<file path="config.mk">
export PLATFORM = sky130hd
export DESIGN_NAME = cpuTop
export DESIGN_NICKNAME = d
export VERILOG_FILES = /design/src/cpuPkg.sv /design/src/addressUnit.sv /design/src/cpuTop.sv /design/src/decodeStage.sv /design/src/fetchStage.sv /design/src/registerFile.sv /design/src/sequencer.sv
export SDC_FILE = /design/constraint.sdc
export NUM_CORES = 1
export LEC_CHECK = 0
export BUFFER_PORTS_ARGS = -buffer_cell sky130_fd_sc_hd__buf_4
export CAP_MARGIN = 15
export CORE_ASPECT_RATIO = 1.5
export CORE_UTILIZATION = 65
export CTS_CLUSTER_DIAMETER = 30
export DETAILED_ROUTE_END_ITERATION = 10
export PLACE_DENSITY_LB_ADDON = 0.1
export SETUP_SLACK_MARGIN = 0.15
export SKIP_CTS_REPAIR_TIMING = 1
export SYNTH_ARGS = -nofsm -noshare
export SYNTH_HDL_FRONTEND = slang
export SYNTH_SLANG_ARGS = --single-unit
</file>
<file path="constraint.sdc">
create_clock -name Clock -period 11.9 [get_ports Clock]
set_clock_uncertainty 0.2 [all_clocks]
set_input_delay 2.38 -clock Clock [delete_from_list [all_inputs] [get_ports Clock]]
set_output_delay 2.38 -clock Clock [all_outputs]
set_load 0.005 [all_outputs]
</file>
<file path="src/cpuPkg.sv">
package cpuPkg;

    // ========================================
    // Widths
    // ========================================
    localparam int dataWidth   = 32;            // General register width
    localparam int byteWidth   = 8;             // Memory data width
    localparam int addrWidth   = 8;             // Memory address width
    localparam int opcodeWidth = 6;
    localparam int regSelWidth = 2;

    localparam int bytesPerWord = 4;            // Bytes per register store
    localparam int laneWidth    = 2;            // Index of a byte within a word

    // ========================================
    // Encodings
    // ========================================
    // Opcode values follow the original instruction set
    typedef enum logic [opcodeWidth-1:0] {
        MOVSH = 6'h1A,
        LDAL  = 6'h1E,
        STA   = 6'h20,
        STRIM = 6'h24
    } opcodeT;

    typedef enum logic [2:0] {
        stepFetchLow,                           // T0
        stepFetchHigh,                          // T1
        stepDecode,                             // T2
        stepExec1,
        stepExec2,
        stepExec3,
        stepExec4,
        stepExec5                               // T7
    } stepT;

    // ========================================
    // Cycles per instruction
    // ========================================
    // Counted from stepFetchLow to the last step, inclusive
    localparam int cyclesNop   = 3;             // Ends at decode
    localparam int cyclesMovsh = 4;
    localparam int cyclesLdal  = 6;             // High byte read and Rx write share a step
    localparam int cyclesSta   = 8;
    localparam int cyclesStrim = 8;             // One add step, then four byte writes

endpackage

</file>
<file path="src/addressUnit.sv">
module addressUnit (
    input  logic                          Clock,
    input  logic                          Reset,
    input  logic                          arLoadAddress,
    input  logic                          arAddOffset,
    input  logic                          arIncrement,
    input  logic                          drLoadLow,
    input  logic                          drLoadHigh,
    input  logic                          useAr,
    input  logic [cpuPkg::laneWidth-1:0]  byteLane,
    input  logic [cpuPkg::addrWidth-1:0]  pc,
    input  logic [cpuPkg::byteWidth-1:0]  immediate,
    input  logic [cpuPkg::byteWidth-1:0]  MemReadData,
    input  logic [cpuPkg::dataWidth-1:0]  selectedData,
    output logic [cpuPkg::addrWidth-1:0]  MemAddress,
    output logic [cpuPkg::byteWidth-1:0]  MemWriteData,
    output logic [cpuPkg::dataWidth-1:0]  loadData
);

    logic [cpuPkg::addrWidth-1:0]   ar;
    logic [2*cpuPkg::byteWidth-1:0] dataReg;    // Little-endian halfword
    logic [cpuPkg::byteWidth-1:0]   highByte;

    // ========================================
    // Address register
    // ========================================
    always_ff @(posedge Clock or posedge Reset) begin
        if (Reset) begin
            ar <= '0;
        end else if (arLoadAddress) begin
            ar <= immediate;                    // Address field
        end else if (arAddOffset) begin
            ar <= ar + immediate;               // STRIM effective address
        end else if (arIncrement) begin
            ar <= ar + 1'b1;                    // Next byte
        end
    end

    // ========================================
    // Data register
    // ========================================
    always_ff @(posedge Clock or posedge Reset) begin
        if (Reset) begin
            dataReg <= '0;
        end else begin
            if (drLoadLow) begin
                dataReg[cpuPkg::byteWidth-1:0] <= MemReadData;
            end
            if (drLoadHigh) begin
                dataReg[2*cpuPkg::byteWidth-1:cpuPkg::byteWidth] <= MemReadData;
            end
        end
    end

    // The high byte arrives in the same step that writes Rx
    assign highByte = drLoadHigh ? MemReadData
                                 : dataReg[2*cpuPkg::byteWidth-1:cpuPkg::byteWidth];
    assign loadData = {{(cpuPkg::dataWidth-2*cpuPkg::byteWidth){1'b0}},
                       highByte, dataReg[cpuPkg::byteWidth-1:0]};

    // ========================================
    // Memory port
    // ========================================
    assign MemAddress   = useAr ? ar : pc;
    assign MemWriteData = selectedData[byteLane*cpuPkg::byteWidth +: cpuPkg::byteWidth];

endmodule

</file>
<file path="src/cpuTop.sv">
module cpuTop (
    input  logic                          Clock,
    input  logic                          Reset,
    input  logic [cpuPkg::byteWidth-1:0]  MemReadData,
    output logic [cpuPkg::addrWidth-1:0]  MemAddress,
    output logic                          MemEnable,
    output logic                          MemWrite,
    output logic [cpuPkg::byteWidth-1:0]  MemWriteData
);

    // ========================================
    // Internal wires
    // ========================================
    logic [cpuPkg::addrWidth-1:0]   pc;
    logic [2*cpuPkg::byteWidth-1:0] instruction;
    cpuPkg::opcodeT                 opcode;
    logic [cpuPkg::regSelWidth-1:0] regSel;
    logic [cpuPkg::byteWidth-1:0]   immediate;
    logic [cpuPkg::dataWidth-1:0]   selectedData;
    logic [cpuPkg::dataWidth-1:0]   loadData;
    logic [cpuPkg::laneWidth-1:0]   byteLane;

    logic irLoadLow;
    logic irLoadHigh;
    logic pcIncrement;
    logic decodeLoad;
    logic regShiftLoad;
    logic regLoadData;
    logic arLoadAddress;
    logic arAddOffset;
    logic arIncrement;
    logic drLoadLow;
    logic drLoadHigh;
    logic useAr;

    // ========================================
    // Stages
    // ========================================
    fetchStage fetch_i (
        .Clock       (Clock),
        .Reset       (Reset),
        .irLoadLow   (irLoadLow),
        .irLoadHigh  (irLoadHigh),
        .pcIncrement (pcIncrement),
        .MemReadData (MemReadData),
        .pc          (pc),
        .instruction (instruction)
    );

    decodeStage decode_i (
        .Clock       (Clock),
        .Reset       (Reset),
        .decodeLoad  (decodeLoad),
        .instruction (instruction),
        .opcode      (opcode),
        .regSel      (regSel),
        .immediate   (immediate)
    );

    sequencer sequencer_i (
        .Clock         (Clock),
        .Reset         (Reset),
        .opcode        (opcode),
        .irLoadLow     (irLoadLow),
        .irLoadHigh    (irLoadHigh),
        .pcIncrement   (pcIncrement),
        .decodeLoad    (decodeLoad),
        .regShiftLoad  (regShiftLoad),
        .regLoadData   (regLoadData),
        .arLoadAddress (arLoadAddress),
        .arAddOffset   (arAddOffset),
        .arIncrement   (arIncrement),
        .drLoadLow     (drLoadLow),
        .drLoadHigh    (drLoadHigh),
        .byteLane      (byteLane),
        .useAr         (useAr),
        .memEnable     (MemEnable),        // Straight to the memory port
        .memWrite      (MemWrite)
    );

    // ========================================
    // Datapath
    // ========================================
    registerFile regFile_i (
        .Clock        (Clock),
        .Reset        (Reset),
        .regShiftLoad (regShiftLoad),
        .regLoadData  (regLoadData),
        .regSel       (regSel),
        .immediate    (immediate),
        .loadData     (loadData),
        .selectedData (selectedData)
    );

    addressUnit addrUnit_i (
        .Clock         (Clock),
        .Reset         (Reset),
        .arLoadAddress (arLoadAddress),
        .arAddOffset   (arAddOffset),
        .arIncrement   (arIncrement),
        .drLoadLow     (drLoadLow),
        .drLoadHigh    (drLoadHigh),
        .useAr         (useAr),
        .byteLane      (byteLane),
        .pc            (pc),
        .immediate     (immediate),
        .MemReadData   (MemReadData),
        .selectedData  (selectedData),
        .MemAddress    (MemAddress),
        .MemWriteData  (MemWriteData),
        .loadData      (loadData)
    );

endmodule

</file>
<file path="src/decodeStage.sv">
module decodeStage (
    input  logic                            Clock,
    input  logic                            Reset,
    input  logic                            decodeLoad,
    input  logic [2*cpuPkg::byteWidth-1:0]  instruction,
    output cpuPkg::opcodeT                  opcode,
    output logic [cpuPkg::regSelWidth-1:0]  regSel,
    output logic [cpuPkg::byteWidth-1:0]    immediate
);

    cpuPkg::opcodeT opcodeReg;                  // Held for the execute steps
    cpuPkg::opcodeT irOpcode;                   // Field straight from the IR

    assign irOpcode = cpuPkg::opcodeT'(instruction[15:10]);

    // Field latch at the end of the decode step
    always_ff @(posedge Clock or posedge Reset) begin
        if (Reset) begin
            opcodeReg <= cpuPkg::opcodeT'('0);
            regSel    <= '0;
            immediate <= '0;
        end else if (decodeLoad) begin
            opcodeReg <= irOpcode;
            regSel    <= instruction[9:8];      // Rx
            immediate <= instruction[7:0];      // Address or offset
        end
    end

    // The sequencer picks the step after decode from the fresh opcode,
    // so the IR field is forwarded while the latch is being written
    assign opcode = decodeLoad ? irOpcode : opcodeReg;

endmodule

</file>
<file path="src/fetchStage.sv">
module fetchStage (
    input  logic                          Clock,
    input  logic                          Reset,
    input  logic                          irLoadLow,
    input  logic                          irLoadHigh,
    input  logic                          pcIncrement,
    input  logic [cpuPkg::byteWidth-1:0]  MemReadData,
    output logic [cpuPkg::addrWidth-1:0]  pc,
    output logic [2*cpuPkg::byteWidth-1:0] instruction
);

    // ========================================
    // Program counter
    // ========================================
    always_ff @(posedge Clock or posedge Reset) begin
        if (Reset) begin
            pc <= '0;                           // First fetch from address 0
        end else if (pcIncrement) begin
            pc <= pc + 1'b1;                    // Next instruction byte
        end
    end

    // ========================================
    // Instruction register
    // ========================================
    // Two byte reads build one instruction, low byte first
    always_ff @(posedge Clock or posedge Reset) begin
        if (Reset) begin
            instruction <= '0;
        end else begin
            if (irLoadLow) begin
                instruction[cpuPkg::byteWidth-1:0] <= MemReadData;
            end
            if (irLoadHigh) begin
                instruction[2*cpuPkg::byteWidth-1:cpuPkg::byteWidth] <= MemReadData;
            end
        end
    end

endmodule

</file>
<file path="src/registerFile.sv">
module registerFile (
    input  logic                            Clock,
    input  logic                            Reset,
    input  logic                            regShiftLoad,
    input  logic                            regLoadData,
    input  logic [cpuPkg::regSelWidth-1:0]  regSel,
    input  logic [cpuPkg::byteWidth-1:0]    immediate,
    input  logic [cpuPkg::dataWidth-1:0]    loadData,
    output logic [cpuPkg::dataWidth-1:0]    selectedData
);

    // Entry 0 is R1, entry 3 is R4
    logic [cpuPkg::dataWidth-1:0] regs [2**cpuPkg::regSelWidth];

    always_ff @(posedge Clock or posedge Reset) begin
        if (Reset) begin
            for (int i = 0; i < 2**cpuPkg::regSelWidth; i++) begin
                regs[i] <= '0;
            end
        end else if (regShiftLoad) begin
            // Shift up one byte, immediate enters at the bottom
            regs[regSel] <= {regs[regSel][cpuPkg::dataWidth-cpuPkg::byteWidth-1:0],
                             immediate};
        end else if (regLoadData) begin
            regs[regSel] <= loadData;           // Word from memory
        end
    end

    assign selectedData = regs[regSel];         // Rx to the store path

endmodule

</file>
<file path="src/sequencer.sv">
module sequencer (
    input  logic                          Clock,
    input  logic                          Reset,
    input  cpuPkg::opcodeT                opcode,
    output logic                          irLoadLow,
    output logic                          irLoadHigh,
    output logic                          pcIncrement,
    output logic                          decodeLoad,
    output logic                          regShiftLoad,
    output logic                          regLoadData,
    output logic                          arLoadAddress,
    output logic                          arAddOffset,
    output logic                          arIncrement,
    output logic                          drLoadLow,
    output logic                          drLoadHigh,
    output logic [cpuPkg::laneWidth-1:0]  byteLane,
    output logic                          useAr,
    output logic                          memEnable,
    output logic                          memWrite
);

    cpuPkg::stepT                 step;
    cpuPkg::stepT                 nextStep;
    logic [cpuPkg::laneWidth-1:0] writeLane;    // Lane for the store steps

    // ========================================
    // Step register
    // ========================================
    always_ff @(posedge Clock or posedge Reset) begin
        if (Reset) begin
            step <= cpuPkg::stepFetchLow;
        end else begin
            step <= nextStep;
        end
    end

    // Kept apart from the main decode so the forwarded opcode has no loop
    assign decodeLoad = (step == cpuPkg::stepDecode);

    // Exec2 to exec5 map onto byte lanes 0 to 3
    always_comb begin
        case (step)
            cpuPkg::stepExec3: writeLane = 2'd1;
            cpuPkg::stepExec4: writeLane = 2'd2;
            cpuPkg::stepExec5: writeLane = 2'd3;
            default:           writeLane = 2'd0;
        endcase
    end

    // ========================================
    // Strobes and next step
    // ========================================
    always_comb begin
        irLoadLow     = 1'b0;
        irLoadHigh    = 1'b0;
        pcIncrement   = 1'b0;
        regShiftLoad  = 1'b0;
        regLoadData   = 1'b0;
        arLoadAddress = 1'b0;
        arAddOffset   = 1'b0;
        arIncrement   = 1'b0;
        drLoadLow     = 1'b0;
        drLoadHigh    = 1'b0;
        byteLane      = '0;
        useAr         = 1'b0;
        memEnable     = 1'b0;
        memWrite      = 1'b0;
        nextStep      = cpuPkg::stepFetchLow;   // Every instruction ends here

        case (step)
            cpuPkg::stepFetchLow: begin
                memEnable   = 1'b1;             // Read at PC
                irLoadLow   = 1'b1;
                pcIncrement = 1'b1;
                nextStep    = cpuPkg::stepFetchHigh;
            end
            cpuPkg::stepFetchHigh: begin
                memEnable   = 1'b1;
                irLoadHigh  = 1'b1;
                pcIncrement = 1'b1;
                nextStep    = cpuPkg::stepDecode;
            end
            cpuPkg::stepDecode: begin
                case (opcode)
                    cpuPkg::MOVSH, cpuPkg::LDAL, cpuPkg::STA, cpuPkg::STRIM:
                        nextStep = cpuPkg::stepExec1;
                    default:
                        nextStep = cpuPkg::stepFetchLow;  // Unknown opcode is a no-op
                endcase
            end
            default: begin
                case (opcode)
                    cpuPkg::MOVSH: begin
                        regShiftLoad = 1'b1;    // Single execute step
                    end
                    cpuPkg::LDAL: begin
                        if (step == cpuPkg::stepExec1) begin
                            arLoadAddress = 1'b1;
                            nextStep      = cpuPkg::stepExec2;
                        end else begin
                            useAr       = 1'b1;
                            memEnable   = 1'b1;
                            arIncrement = 1'b1;
                            if (step == cpuPkg::stepExec2) begin
                                drLoadLow = 1'b1;
                                nextStep  = cpuPkg::stepExec3;
                            end else begin
                                drLoadHigh  = 1'b1;   // Word completes this step
                                regLoadData = 1'b1;
                            end
                        end
                    end
                    cpuPkg::STA, cpuPkg::STRIM: begin
                        if (step == cpuPkg::stepExec1) begin
                            arLoadAddress = (opcode == cpuPkg::STA);    // Absolute
                            arAddOffset   = (opcode == cpuPkg::STRIM);  // AR relative
                            nextStep      = cpuPkg::stepExec2;
                        end else begin
                            useAr       = 1'b1;
                            memEnable   = 1'b1;
                            memWrite    = 1'b1;
                            arIncrement = 1'b1;
                            byteLane    = writeLane;
                            if (int'(writeLane) != cpuPkg::bytesPerWord - 1) begin
                                nextStep = cpuPkg::stepT'(step + 1'b1);
                            end
                        end
                    end
                    default: begin
                        nextStep = cpuPkg::stepFetchLow;
                    end
                endcase
            end
        endcase
    end

endmodule

</file>
==> flow_summary.toml <==
[setup_path]
critPathLaunch = "sequencer_i.step[0]"
r2r_setup_slack_ns = 8.06
path_depth = 8
critPathBufInv = 2
crit_end = "MemWriteData[3]"
slowest_stage = "mux2i_2"
r2r_cells = 16
cp.required_ns = 9.32
reg2reg_to = "addrUnit_i.ar[7]"
r2r-start = "sequencer_i.step[0]"
cp_cell_sequence = "inv_1 -> ha_1 -> nand2b_1 -> mux2i_2 -> nor3_1 -> nand2_1 -> mux2i_1 -> buf_4"
cp_top_family = "simple AND/OR/NAND/NOR gates"
cp_max_fo = 17
endpoint_kind = "output pin"
critPathArrivalTime_ns = 3.43
setup.worst_path.class = "reg -> out"
cp-start-kind = "flop"
critical-path-max-stage-delay_ns = 0.55

[sta]
slew_headroom = 0.226
rsz0062_at_grt = "false"
setup_tns_ns = 0
fmax_ghz = 0.166
tightest_slew_ns = 1.15
fin_crit_ns = 6.01
finalMaxSlewViolations = 0
final_hold_viol_count = 0
fin_crit_sh = 0.505
finalSetupViolCount = 0

[power_and_ir_drop]
p_leak_nw = 4.79
pwr-share-comb = 0.304
p_seq_frac = 0.431
swShare = 0.332
pwr-share-clk = 0.264
ir_drop_mv = 0.123
p_int_mw = 1.48
power.density_nw_per_um2 = 218
p_sw_mw = 0.734

[clock_tree]
numCtsBuffers = 17
htreeDepth = 4
cts_tree = "yes"
root_buffer = "clkbuf_16"
cts.path.max_buffers = 2
clk_pin_slew_ns = 0.07
clock_latency_ns = 0.44
cts_num_sinks = 195

[detailed_routing]
drtIter0Drc = 391
totalWireLength_um = 20900
drtAntennaViolNets = 0
viasPerCell = 6.65
route.detailed.drc = 0
routedWlPerCell_um = 22.8
first_pass_iters = 5
route.vias.total = 6082

[die]
row_count = 52
core-area_um2 = 13700
die_area_um2 = 14600
fp.dieH_um = 148
initial_core_util = 0.672
die_x_um = 99.0
num_io_pins = 28

[synthesis]
yosysUniqueCellTypes = 55
synth_edf_count = 0
ys.flop_type = "dfrtp_1"
synthTopCellsByCount = "dfrtp_1, mux2_2, a22o_1, nand2_1, nor2_1"
async_reset_ff_frac = 1.00
yosys-top-cells-area = "dfrtp_1, mux2_2, mux4_2, a22o_1, mux2i_1"
synth_area_um2 = 9180
synth_nets = 742
syn_inst = 717
netlist.area_leader.share = 0.531
ys_ff_latch = 195
yosys_warnings = 0
synth.most_common_cell = "dfrtp_1"
ys_seq_area_frac = 0.531
netlist.top_cell.by_area = "dfrtp_1"
synth_area_per_cell_um2 = 12.8

[hold_path]
hold_class = "reg -> reg"

[placed_design]
port_buffers = 27
dp_hpwl_um = 13800
gp_congestion = 0.881
dp.cells = 881

[final_layout]
area_delta_synth_final_pct = 10.4
layout.nets = 764
drive_above_1_share = 0.269
n_fill_cell = 863
n_antenna_cell = 0
fin_cells = 914

[grt]
antenna_found_initial = 0
grt_pass1_vias = 6517
grt_max_degree = 113
grt_util_all_layers = 0.312
grt_pass1_wl_um = 34100
grt_overflow_total = 0

[status]
run_status = "finished clean"

[job]
cap_violations = 0
## worst reg2reg max path, cell delays in order, from the launching register on
cell	delay (ns)
dfrtp_1	0.40
inv_1	0.09
ha_1	0.27
nor2b_1	0.15
buf_4	0.22
or3_1	0.41
and2_1	0.18
nor2_1	0.35
nand2_1	0.18
inv_1	0.09
ha_1	0.22
a21oi_1	0.21
o21ai_0	0.11
a21oi_1	0.26
a21oi_1	0.14
xnor2_1	0.17
o21ai_1	0.07
## routing by layer
| metal | track usage | part of all wire | vias to the layer above |
|---|---|---|---|
| li1 | - | - | 2665 |
| met1 | 0.371 | 0.38 | 3129 |
| met2 | 0.545 | 0.54 | 221 |
| met3 | 0.0544 | 0.047 | 67 |
| met4 | 0.155 | 0.035 | 0 |
| met5 | 0 | 0 | - |
## area by class of cell
type                    instances  area [um^2]  share of cell area
multi-input cells             470         4060               0.401
inverters                      13         56.3             0.00555
flip-flops and latches        195         4880               0.482
clock buffers                  19          453              0.0447
clock inverters                13          148              0.0146
well taps                     162          203              0.0200
repair buffers                 42          335              0.0331
## flip-flops by register name, summed over array words and instances, names as in the netlist
register             cells
addrUnit_i.ar            8
addrUnit_i.dataReg      16
decode_i.immediate       8
decode_i.opcodeReg       6
decode_i.regSel          2
fetch_i.instruction     16
fetch_i.pc               8
regFile_i.regs         128
sequencer_i.step         3
## logic make-up (layout without fill, tap and decap cells)
group	Yosys count	in the layout	synth area share
AOI/OAI and AO/OA	142	142	0.112
xor gates and xnor gates	14	14	0.0134
adders and majority gates	15	15	0.0213
buffers and inverters	52	87	0.0263
DFF	195	195	0.531
muxes	145	145	0.216
and+or+nand+nor	154	154	0.0803
## how the worst min path moves through the flow
stage,from,endpoint,depth (start not counted)
after floorplan,fetch_i.instruction[2],decode_i.immediate[2],2
after global placement,fetch_i.instruction[4],decode_i.immediate[4],2
after detailed placement,fetch_i.instruction[7],decode_i.immediate[7],2
after CTS,fetch_i.instruction[7],decode_i.immediate[7],2
after global routing,addrUnit_i.dataReg[8],addrUnit_i.dataReg[8],1
final,fetch_i.instruction[7],decode_i.immediate[7],2
## power by group through the flow
stage | Sequential [mW] | Clock, mW | Combinational [mW]
after floorplan | 0.912 | 0 | 0.506
after global placement | 0.950 | 0 | 0.642
after detailed placement | 0.962 | 0 | 0.668
after CTS | 0.951 | 0.591 | 0.675
after global routing | 0.972 | 0.617 | 0.738
final | 0.953 | 0.584 | 0.673
## placed cells by master, fill, tap and decap left out, types with 2 or more instances in the layout
cell type	count
a211oi_1	3
a21o_1	3
a21oi_1	40
a21oi_2	3
a222oi_1	2
a22o_1	64
a22oi_1	6
and2_1	6
and3_1	2
and4_1	2
buf_4	41
bufinv_16	2
clkbuf_16	17
clkbuf_8	2
clkinv_2	2
clkinvlp_4	3
dfrtp_1	194
ha_1	14
inv_1	12
inv_6	4
inv_8	2
mux2_2	75
mux2_4	6
mux2i_1	31
mux4_2	32
nand2_1	60
nand2b_1	7
nand3_1	3
nand4_1	3
nand4b_1	2
nor2_1	49
nor2b_1	3
nor3_1	2
nor3_2	2
nor4_1	2
o21a_1	2
o21ai_0	12
or3_1	2
xnor2_1	8
xor2_1	6
## through the flow
stage | area [um^2] | util | setup WS, ns | power (mW) | hold slack, ns
global route | 10100 | 0.742 | 5.76 | 2.33 | 0.318
CTS | 10100 | 0.740 | 5.90 | 2.22 | 0.274
global placement | 9510 | 0.696 | 6.52 | 1.59 | 0.241
finish | 10100 | 0.742 | 5.89 | 2.21 | 0.268
floorplan | 9180 | - | 4.01 | 1.42 | 0.233
detailed placement | 9510 | 0.696 | 6.39 | 1.63 | 0.257
No activity file was read; power rests on OpenSTA's default activity.
